`src/hdl/board_pkg.sv`:
```
// ============================================================
// ROM download and bank memory types
// ============================================================

package board_pkg;

	// byte address width of the loader stream
	localparam int DL_ADDR_W = 24;

	// lane mask encodings, bit 1 selects the high byte
	localparam logic [1:0] LANE_LO = 2'b01;
	localparam logic [1:0] LANE_HI = 2'b10;

	// one loader beat, wr rising edge marks a new byte
	typedef struct packed {
		logic                 active;
		logic                 wr;
		logic [DL_ADDR_W-1:0] addr;
		logic [7:0]           data;
	} dl_beat_t;

	typedef struct packed {
		logic [7:0] hi;
		logic [7:0] lo;
	} rom_bytes_t;

	// stored word, written whole and read back per byte
	typedef union packed {
		logic [15:0] raw;
		rom_bytes_t  bytes;
	} rom_word_u;

	// per-bank write command
	// only the low bits of word_addr reach a bank
	typedef struct packed {
		logic                 en;
		logic [DL_ADDR_W-1:0] word_addr;
		logic [1:0]           lane_mask;
		rom_word_u            data;
	} rom_wr_t;

endpackage

```
`src/hdl/ctrl_pkg.sv`:
```
// ============================================================
// keyboard, joystick and player control types
// ============================================================

package ctrl_pkg;

	// one event from the keyboard scanner
	typedef struct packed {
		logic       strobe;
		logic       pressed;
		logic [7:0] code;
	} key_event_t;

	typedef logic [7:0] joy_t;

	// joystick bit positions, bits 6 and 7 unused
	localparam int JOY_RIGHT = 0;
	localparam int JOY_LEFT  = 1;
	localparam int JOY_DOWN  = 2;
	localparam int JOY_UP    = 3;
	localparam int JOY_FIRE  = 4;
	localparam int JOY_BOMB  = 5;

	typedef struct packed {
		logic up;
		logic down;
		logic left;
		logic right;
		logic fire1;
		logic fire2;
		logic coin;
		logic start1;
		logic start2;
	} button_state_t;

	typedef struct packed {
		logic left;
		logic right;
		logic fire;
		logic bomb;
		logic coin;
		logic start1;
		logic start2;
	} player_ctrl_t;

	// set 2 scan codes
	localparam logic [7:0] SC_UP     = 8'h75;
	localparam logic [7:0] SC_DOWN   = 8'h72;
	localparam logic [7:0] SC_LEFT   = 8'h6B;
	localparam logic [7:0] SC_RIGHT  = 8'h74;
	localparam logic [7:0] SC_ESC    = 8'h76;
	localparam logic [7:0] SC_F1     = 8'h05;
	localparam logic [7:0] SC_F2     = 8'h06;
	localparam logic [7:0] SC_SPACE  = 8'h29;
	localparam logic [7:0] SC_ALT    = 8'h11;

endpackage

```
`src/hdl/rom_download_router.sv`:
```
`timescale 1ns/1ps

module rom_download_router #(
	parameter int BANK_COUNT = 2,
	parameter int BANK_AW    = 6
) (
	input  logic                                 clk_sys,
	input  logic                                 arst_n,
	input  board_pkg::dl_beat_t                  dl,
	output board_pkg::rom_wr_t [BANK_COUNT-1:0]  bank_wr
);
	import board_pkg::*;

	// bank index sits above the word address and the lane bit
	localparam int BANK_IDX_W = DL_ADDR_W - BANK_AW - 1;

	logic                  wr_q;
	logic                  new_byte;
	logic [BANK_IDX_W-1:0] bank_idx;
	logic [BANK_COUNT-1:0] en_d;
	logic [BANK_COUNT-1:0] en_q;
	logic [DL_ADDR_W-1:0]  word_addr_q;
	logic [1:0]            lane_mask_q;
	rom_word_u             data_q;

	assign new_byte = dl.active && dl.wr && !wr_q;
	assign bank_idx = dl.addr[DL_ADDR_W-1:BANK_AW+1];

	// one-hot bank select, no match drops the byte
	always_comb begin
		en_d = '0;
		for (int k = 0; k < BANK_COUNT; k++) begin
			en_d[k] = new_byte && (bank_idx == BANK_IDX_W'(k));
		end
	end

	always_ff @(posedge clk_sys or negedge arst_n) begin
		if (!arst_n) begin
			wr_q <= 1'b0;
			en_q <= '0;
		end else begin
			wr_q <= dl.wr;
			en_q <= en_d;
		end
	end

	// command payload shared by all banks
	always_ff @(posedge clk_sys) begin
		if (new_byte) begin
			word_addr_q <= DL_ADDR_W'(dl.addr[BANK_AW:1]);
			lane_mask_q <= dl.addr[0] ? LANE_HI : LANE_LO;
			data_q.raw  <= {dl.data, dl.data};
		end
	end

	always_comb begin
		for (int k = 0; k < BANK_COUNT; k++) begin
			bank_wr[k].en        = en_q[k];
			bank_wr[k].word_addr = word_addr_q;
			bank_wr[k].lane_mask = lane_mask_q;
			bank_wr[k].data      = data_q;
		end
	end

endmodule

```
`src/hdl/rom_bank.sv`:
```
`timescale 1ns/1ps

module rom_bank #(
	parameter int BANK_AW = 6
) (
	input  logic               clk_sys,
	input  logic               arst_n,
	input  board_pkg::rom_wr_t wr,
	input  logic [BANK_AW:0]   rd_addr,
	output logic [7:0]         rd_data
);
	import board_pkg::*;

	localparam int DEPTH = 2 ** BANK_AW;

	rom_word_u            mem [DEPTH];
	rom_word_u            rd_word_q;
	logic                 lane_q;
	logic [BANK_AW-1:0]   wr_word;

	assign wr_word = wr.word_addr[BANK_AW-1:0];

	// ============================================================
	// write side, byte lanes
	// ============================================================
	always_ff @(posedge clk_sys) begin
		if (wr.en) begin
			if (wr.lane_mask[1])
				mem[wr_word].bytes.hi <= wr.data.bytes.hi;
			if (wr.lane_mask[0])
				mem[wr_word].bytes.lo <= wr.data.bytes.lo;
		end
	end

	// ============================================================
	// read side, word and lane bit registered together
	// ============================================================
	always_ff @(posedge clk_sys or negedge arst_n) begin
		if (!arst_n) begin
			rd_word_q <= '0;
			lane_q    <= 1'b0;
		end else begin
			rd_word_q <= mem[rd_addr[BANK_AW:1]];
			lane_q    <= rd_addr[0];
		end
	end

	// odd byte addresses live in the high lane
	assign rd_data = lane_q ? rd_word_q.bytes.hi : rd_word_q.bytes.lo;

endmodule

```
`src/hdl/key_decoder.sv`:
```
`timescale 1ns/1ps

module key_decoder (
	input  logic                      clk_sys,
	input  logic                      arst_n,
	input  ctrl_pkg::key_event_t      key,
	output ctrl_pkg::button_state_t   buttons
);
	import ctrl_pkg::*;

	// each recognised code holds its button until the release event
	always_ff @(posedge clk_sys or negedge arst_n) begin
		if (!arst_n) begin
			buttons <= '0;
		end else if (key.strobe) begin
			case (key.code)
				SC_UP:
					buttons.up <= key.pressed;
				SC_DOWN:
					buttons.down <= key.pressed;
				SC_LEFT:
					buttons.left <= key.pressed;
				SC_RIGHT:
					buttons.right <= key.pressed;
				// ESC inserts a coin
				SC_ESC:
					buttons.coin <= key.pressed;
				SC_F1:
					buttons.start1 <= key.pressed;
				SC_F2:
					buttons.start2 <= key.pressed;
				SC_SPACE:
					buttons.fire1 <= key.pressed;
				SC_ALT:
					buttons.fire2 <= key.pressed;
				// unknown codes are ignored
				default: begin
				end
			endcase
		end
	end

endmodule

```
`src/hdl/control_mapper.sv`:
```
`timescale 1ns/1ps

module control_mapper (
	input  logic                      clk_sys,
	input  logic                      arst_n,
	input  ctrl_pkg::button_state_t   buttons,
	input  ctrl_pkg::joy_t            joy0,
	input  ctrl_pkg::joy_t            joy1,
	input  logic                      rotate,
	output ctrl_pkg::player_ctrl_t    ctrl
);
	import ctrl_pkg::*;

	joy_t         joy_any;
	player_ctrl_t ctrl_d;

	// either stick may play
	assign joy_any = joy0 | joy1;

	always_comb begin
		if (rotate) begin
			// cabinet turned, vertical axis steers
			ctrl_d.left  = buttons.down | joy_any[JOY_DOWN];
			ctrl_d.right = buttons.up | joy_any[JOY_UP];
		end else begin
			ctrl_d.left  = buttons.left | joy_any[JOY_LEFT];
			ctrl_d.right = buttons.right | joy_any[JOY_RIGHT];
		end
		ctrl_d.fire   = buttons.fire1 | joy_any[JOY_FIRE];
		ctrl_d.bomb   = buttons.fire2 | joy_any[JOY_BOMB];
		ctrl_d.coin   = buttons.coin;
		ctrl_d.start1 = buttons.start1;
		ctrl_d.start2 = buttons.start2;
	end

	always_ff @(posedge clk_sys or negedge arst_n) begin
		if (!arst_n)
			ctrl <= '0;
		else
			ctrl <= ctrl_d;
	end

endmodule

```
`src/hdl/core_reset_gen.sv`:
```
`timescale 1ns/1ps

module core_reset_gen (
	input  logic                      clk_sys,
	input  logic                      arst_n,
	input  logic                      dl_active,
	input  logic                      soft_reset,
	input  ctrl_pkg::button_state_t   buttons,
	output logic                      rom_loaded,
	output logic                      core_reset
);

	logic dl_active_q;

	// rom_loaded is sticky once the first download ends
	always_ff @(posedge clk_sys or negedge arst_n) begin
		if (!arst_n) begin
			dl_active_q <= 1'b0;
			rom_loaded  <= 1'b0;
			core_reset  <= 1'b1;
		end else begin
			dl_active_q <= dl_active;
			if (dl_active_q && !dl_active)
				rom_loaded <= 1'b1;
			// coin plus start1 acts as a service reset
			core_reset <= soft_reset | (buttons.coin & buttons.start1) | ~rom_loaded;
		end
	end

endmodule

```
`src/hdl/arcade_io_shell.sv`:
```
`timescale 1ns/1ps

module arcade_io_shell #(
	parameter int BANK_COUNT = 2,
	parameter int BANK_AW    = 6
) (
	input  logic                                clk_sys,
	input  logic                                arst_n,
	input  board_pkg::dl_beat_t                 dl,
	input  ctrl_pkg::key_event_t                key,
	input  ctrl_pkg::joy_t                      joy0,
	input  ctrl_pkg::joy_t                      joy1,
	input  logic                                rotate,
	input  logic                                soft_reset,
	input  logic [BANK_COUNT-1:0][BANK_AW:0]    rd_addr,
	output logic [BANK_COUNT-1:0][7:0]          rd_data,
	output ctrl_pkg::player_ctrl_t              ctrl,
	output logic                                rom_loaded,
	output logic                                core_reset
);
	import board_pkg::*;
	import ctrl_pkg::*;

	rom_wr_t [BANK_COUNT-1:0] bank_wr;
	button_state_t            buttons;

	// ============================================================
	// ROM download and banks
	// ============================================================
	rom_download_router #(
		.BANK_COUNT (BANK_COUNT),
		.BANK_AW    (BANK_AW)
	) i_rom_download_router (
		.clk_sys (clk_sys),
		.arst_n  (arst_n),
		.dl      (dl),
		.bank_wr (bank_wr)
	);

	// one bank per game CPU, main first
	for (genvar g = 0; g < BANK_COUNT; g++) begin : g_bank
		rom_bank #(
			.BANK_AW (BANK_AW)
		) i_rom_bank (
			.clk_sys (clk_sys),
			.arst_n  (arst_n),
			.wr      (bank_wr[g]),
			.rd_addr (rd_addr[g]),
			.rd_data (rd_data[g])
		);
	end

	// ============================================================
	// player controls
	// ============================================================
	key_decoder i_key_decoder (
		.clk_sys (clk_sys),
		.arst_n  (arst_n),
		.key     (key),
		.buttons (buttons)
	);

	control_mapper i_control_mapper (
		.clk_sys (clk_sys),
		.arst_n  (arst_n),
		.buttons (buttons),
		.joy0    (joy0),
		.joy1    (joy1),
		.rotate  (rotate),
		.ctrl    (ctrl)
	);

	// ============================================================
	// core reset
	// ============================================================
	core_reset_gen i_core_reset_gen (
		.clk_sys    (clk_sys),
		.arst_n     (arst_n),
		.dl_active  (dl.active),
		.soft_reset (soft_reset),
		.buttons    (buttons),
		.rom_loaded (rom_loaded),
		.core_reset (core_reset)
	);

endmodule

```
`config.mk`:
```
export PLATFORM = sky130hd
export DESIGN_NAME = arcade_io_shell
export DESIGN_NICKNAME = d
export VERILOG_FILES = /design/src/hdl/board_pkg.sv /design/src/hdl/ctrl_pkg.sv /design/src/hdl/rom_download_router.sv /design/src/hdl/rom_bank.sv /design/src/hdl/key_decoder.sv /design/src/hdl/control_mapper.sv /design/src/hdl/core_reset_gen.sv /design/src/hdl/arcade_io_shell.sv
export SDC_FILE = /design/constraint.sdc
export NUM_CORES = 2
export LEC_CHECK = 0
export BUFFER_PORTS_ARGS = -buffer_cell sky130_fd_sc_hd__buf_2
export CAP_MARGIN = 20
export CORE_AREA = 2 2 606 307
export CTS_CLUSTER_SIZE = 14
export DETAILED_ROUTE_END_ITERATION = 8
export DIE_AREA = 0 0 608 309
export SLEW_MARGIN = 30
export SYNTH_ARGS = -nofsm -noshare
export SYNTH_HDL_FRONTEND = slang
export SYNTH_SLANG_ARGS = --single-unit
```
`constraint.sdc`:
```
create_clock -name clk_sys -period 5.5 [get_ports clk_sys]
set_input_delay 1.1 -clock clk_sys [delete_from_list [all_inputs] [get_ports clk_sys]]
set_output_delay 1.1 -clock clk_sys [all_outputs]
set_load 0.03 [all_outputs]
```
==> impl_metrics.py <==
metrics = {
    "route": {
        "drc": 0,
        "route.vias.total": 40800,
        "drt-wirelength-per-cell_um": 33.9,
        "first_pass_iters": 6,
        "drt_first_iter_violations": 6327,
        "routed_via_density": 6.20,
        "ant_nets": 0,
        "routed_wirelength_um": 223000,
    },
    "timing": {
        "timing_worst_slew_pin_value_ns": 1.08,
        "tightest_hold_margin_ns": 0.256,
        "setup-violations-final": 0,
        "clock.fmax_ghz": 0.276,
        "maxSlewViolCount": 0,
        "tns_ns": 0,
        "max_slew_margin_pct": 27.7,
        "post-route-min-period_ns": 3.62,
        "finClkSkew_ns": 0.0432,
        "finalHoldViolations": 0,
        "rsz_0062_raised_after_global_routing": "no",
        "period_utilization_post_route_pct": 65.8,
    },
    "global_route": {
        "globalRoute.totalOverflow": 0,
        "gr-usage-all-layers_pct": 23.6,
        "grt_start_max_net_pins": 220,
        "grt_pass1_vias": 38800,
        "antenna_found_initial": 10,
        "grt_pass1_wl_um": 310000,
    },
    "worst_setup_path": {
        "critPathMaxFanout": 8,
        "r2r_cells": 3,
        "cp_num_buf_inv": 0,
        "cp_data_arrival_time_ns": 4.05,
        "worst-path-stages": 3,
        "critical_path.max_stage_delay_ns": 1.03,
        "path_class": "register to register",
        "worstSetupStartpointType": "register",
        "cp_data_required_time_ns": 5.93,
        "critical_r2r_capture": "g_bank[1].i_rom_bank.mem[12][1]$_DFFE_PP_",
        "timing.critical_path.max_delay_family": "simple AND/OR/NAND/NOR gates",
        "timing.reg2reg.setup_slack_ns": 1.88,
        "crit-reg2reg-launch": "i_rom_download_router.word_addr_q[5]$_DFFE_PP_",
        "worst_setup_path_end_kind": "register",
        "critical_path.slowest_cell": "nor2_1",
        "crit_chain": "nor3b_1 -> nand2_1 -> nor2_1",
    },
    "cells_and_area": {
        "area.growth.synth_to_final_pct": 11.1,
        "finish.utilization_pct": 49.8,
        "post_route_cells_drive_above_1_share_pct": 25.4,
        "final_nets": 4105,
    },
    "placement": {
        "port_buffers": 98,
        "hpwlAfterDp_um": 142000,
        "routability_congestion_estimate_from_global_placement": 0.863,
    },
    "die": {
        "ios": 103,
        "die_w_um": 608,
        "design.die.area_um2": 188000,
        "core_area_um2": 182000,
        "die_h_um": 309,
        "std_cell_rows": 111,
        "starting_density_of_the_core_pct": 44.9,
    },
    "clocking": {
        "cts_repair_resizes": 0,
        "h-tree-depth": 4,
        "cts_tree": "done",
        "clock-sinks": 2120,
        "cts_setup_buffers": 0,
        "clock-root-buffer": "clkbuf_16",
        "cts_made_buffers": 190,
        "ctsLongestPathBuffers": 4,
        "clk_transition_reported_paths_ns": 0.06,
        "clock_latency_ns": 0.83,
        "cts.hold.buffers_added": 0,
    },
    "power_and_ir_drop": {
        "power.density_nw_per_um2": 347,
        "final_power_mw": 31.5,
        "power.ir.vdd_worst_mv": 0.232,
        "p_leak_nw": 27.8,
    },
    "synth": {
        "synthArstFlopShare_pct": 2.64,
        "ys_ff_latch": 2120,
        "ys.flop_type": "edfxtp_1",
        "synthesis.area_per_instance_um2": 21.2,
        "synth.distinct_cells": 55,
        "synth_seq_area_share_pct": 77.5,
        "number_of_warnings_reported_in_the_yosys_synthesis_log": 0,
        "synth.net_count": 3926,
        "netlist_area_um2": 81800,
        "netlist_instances": 3848,
        "synth_edf_count": 2064,
    },
    "status": {
        "outcome": "finished clean",
    },
    "job": {
        "max-cap-violations": 0,
    },
    "worst_hold_path": {
        "worstHoldPathType": "primary input to asynchronous set/reset pin",
    },
}
==> final cells by class <==
| type | instances | area (um^2) |
|---|---|---|
| antenna | 1 | 2.50 |
| clock buffer | 257 | 5140 |
| fill | 14500 | 91400 |
| timing repair buffer | 207 | 1600 |
| multi-input combinational | 1503 | 17400 |
| tap | 2429 | 3040 |
| sequential | 2120 | 63400 |
| inverter | 5 | 18.8 |
| clock inverter | 52 | 287 |
==> worst max-delay path by stage <==
stage / from / endpoint / slack (ns)
floorplan: i_rom_download_router.data_q[8]$_DFFE_PP_ / g_bank[0].i_rom_bank.mem[0][0]$_DFFE_PP_ / 1.45
global placement: rd_addr[9] / g_bank[1].i_rom_bank.rd_word_q[14]$_DFF_PN0_ / 1.40
detailed placement: rd_addr[9] / g_bank[1].i_rom_bank.rd_word_q[14]$_DFF_PN0_ / 1.38
CTS: i_rom_download_router.word_addr_q[5]$_DFFE_PP_ / g_bank[1].i_rom_bank.mem[14][10]$_DFFE_PP_ / 2.04
global route: i_rom_download_router.word_addr_q[5]$_DFFE_PP_ / g_bank[0].i_rom_bank.mem[15][2]$_DFFE_PP_ / 1.78
finish: i_rom_download_router.word_addr_q[5]$_DFFE_PP_ / g_bank[1].i_rom_bank.mem[12][1]$_DFFE_PP_ / 1.88
==> metal layers <==
| layer | track usage, % | vias up | part of all wire (%) |
|---|---|---|---|
| met2 | 28.2 | 2242 | 37 |
| met3 | 10.5 | 249 | 15 |
| li1 | - | 16300 | - |
| met5 | 0.775 | - | 0.13 |
| met1 | 38.9 | 22000 | 46 |
| met4 | 3.66 | 13 | 1.5 |
==> logic make-up after synthesis <==
| group | after synthesis | share of synthesized area [%] |
|---|---|---|
| buffers and inverters | 225 | 1.53 |
| AOI/OAI and AO/OA | 277 | 2.38 |
| and+or+nand+nor | 606 | 3.23 |
| DFF | 2120 | 77.5 |
| muxes | 620 | 15.3 |
==> state kept, by name (all words and copies together) (netlist names), 2 cells and up <==
| signal | cells |
|---|---|
| i_control_mapper.ctrl | 7 |
| g_bank.i_rom_bank.mem | 2048 |
| i_key_decoder.buttons | 9 |
| i_rom_download_router.lane_mask_q | 2 |
| g_bank.i_rom_bank.rd_word_q | 32 |
| i_rom_download_router.word_addr_q | 6 |
| i_rom_download_router.data_q | 8 |
| i_rom_download_router.en_q | 2 |
| g_bank.i_rom_bank.lane_q | 2 |
==> placed cells by master (no fill, tap or decap), drive strengths merged, types with 13 or more instances in the layout <==
master	instances
edfxtp	2064
mux4	498
nor2	324
clkbuf	258
buf	206
nand2	131
mux2i	70
o22ai	63
a211oi	56
dfrtp	55
mux2	52
clkinv	47
a22oi	41
o21ai	32
nor2b	27
nand3	26
nor3	25
a21oi	16
o41ai	15
nand2b	13
==> stage by stage <==
| stage | area (um^2) | setup WS, ns | cells |
|---|---|---|---|
| after detailed placement | 85200 | 1.38 | 6260 |
| after global routing | 90800 | 1.78 | 6573 |
| final | 90800 | 1.88 | 6574 |
| after floorplan | 81800 | 1.45 | 3848 |
| after global placement | 85100 | 1.40 | 6258 |
| after CTS | 90600 | 2.04 | 6569 |
==> Yosys cell counts, types with 7 or more instances <==
master | number | area (um^2)
nand4_1 | 8 | 50.1
buf_6 | 18 | 203
mux2_2 | 51 | 574
mux4_2 | 488 | 11000
nor2_1 | 324 | 1220
clkbuf_1 | 82 | 308
o2111ai_1 | 9 | 78.8
nand2_1 | 131 | 492
nor4_1 | 7 | 43.8
o21ai_0 | 32 | 160
nor3b_1 | 7 | 52.6
and3_1 | 9 | 56.3
o22ai_1 | 63 | 394
edfxtp_1 | 2064 | 62000
mux4_1 | 10 | 263
o221ai_1 | 10 | 87.6
buf_4 | 49 | 368
nand3_1 | 26 | 130
dfrtp_1 | 55 | 1380
buf_1 | 8 | 30.0
mux2i_1 | 70 | 701
o41ai_1 | 15 | 131
nand2b_1 | 13 | 81.3
a22oi_1 | 41 | 308
nor2b_1 | 27 | 169
a211oi_1 | 56 | 420
a211o_1 | 9 | 78.8
o21a_1 | 10 | 75.1
a21oi_1 | 16 | 80.1
nor3_1 | 25 | 125
buf_2 | 60 | 300
==> worst reg2reg max path: stages (launching register included) <==
cell	delay (ns)
edfxtp_1	0.61
nor3b_1	0.74
nand2_1	0.84
nor2_1	1.04
==> power by group <==
| group | switching [mW] | internal [mW] | leakage (nW) |
|---|---|---|---|
| Clock | 5.77 | 6.59 | 2.65 |
| Sequential | 0.0416 | 17.6 | 19.2 |
| Combinational | 0.959 | 0.545 | 5.97 |
| Total | 6.77 | 24.7 | 27.8 |
(Power assumes the default switching activity.)
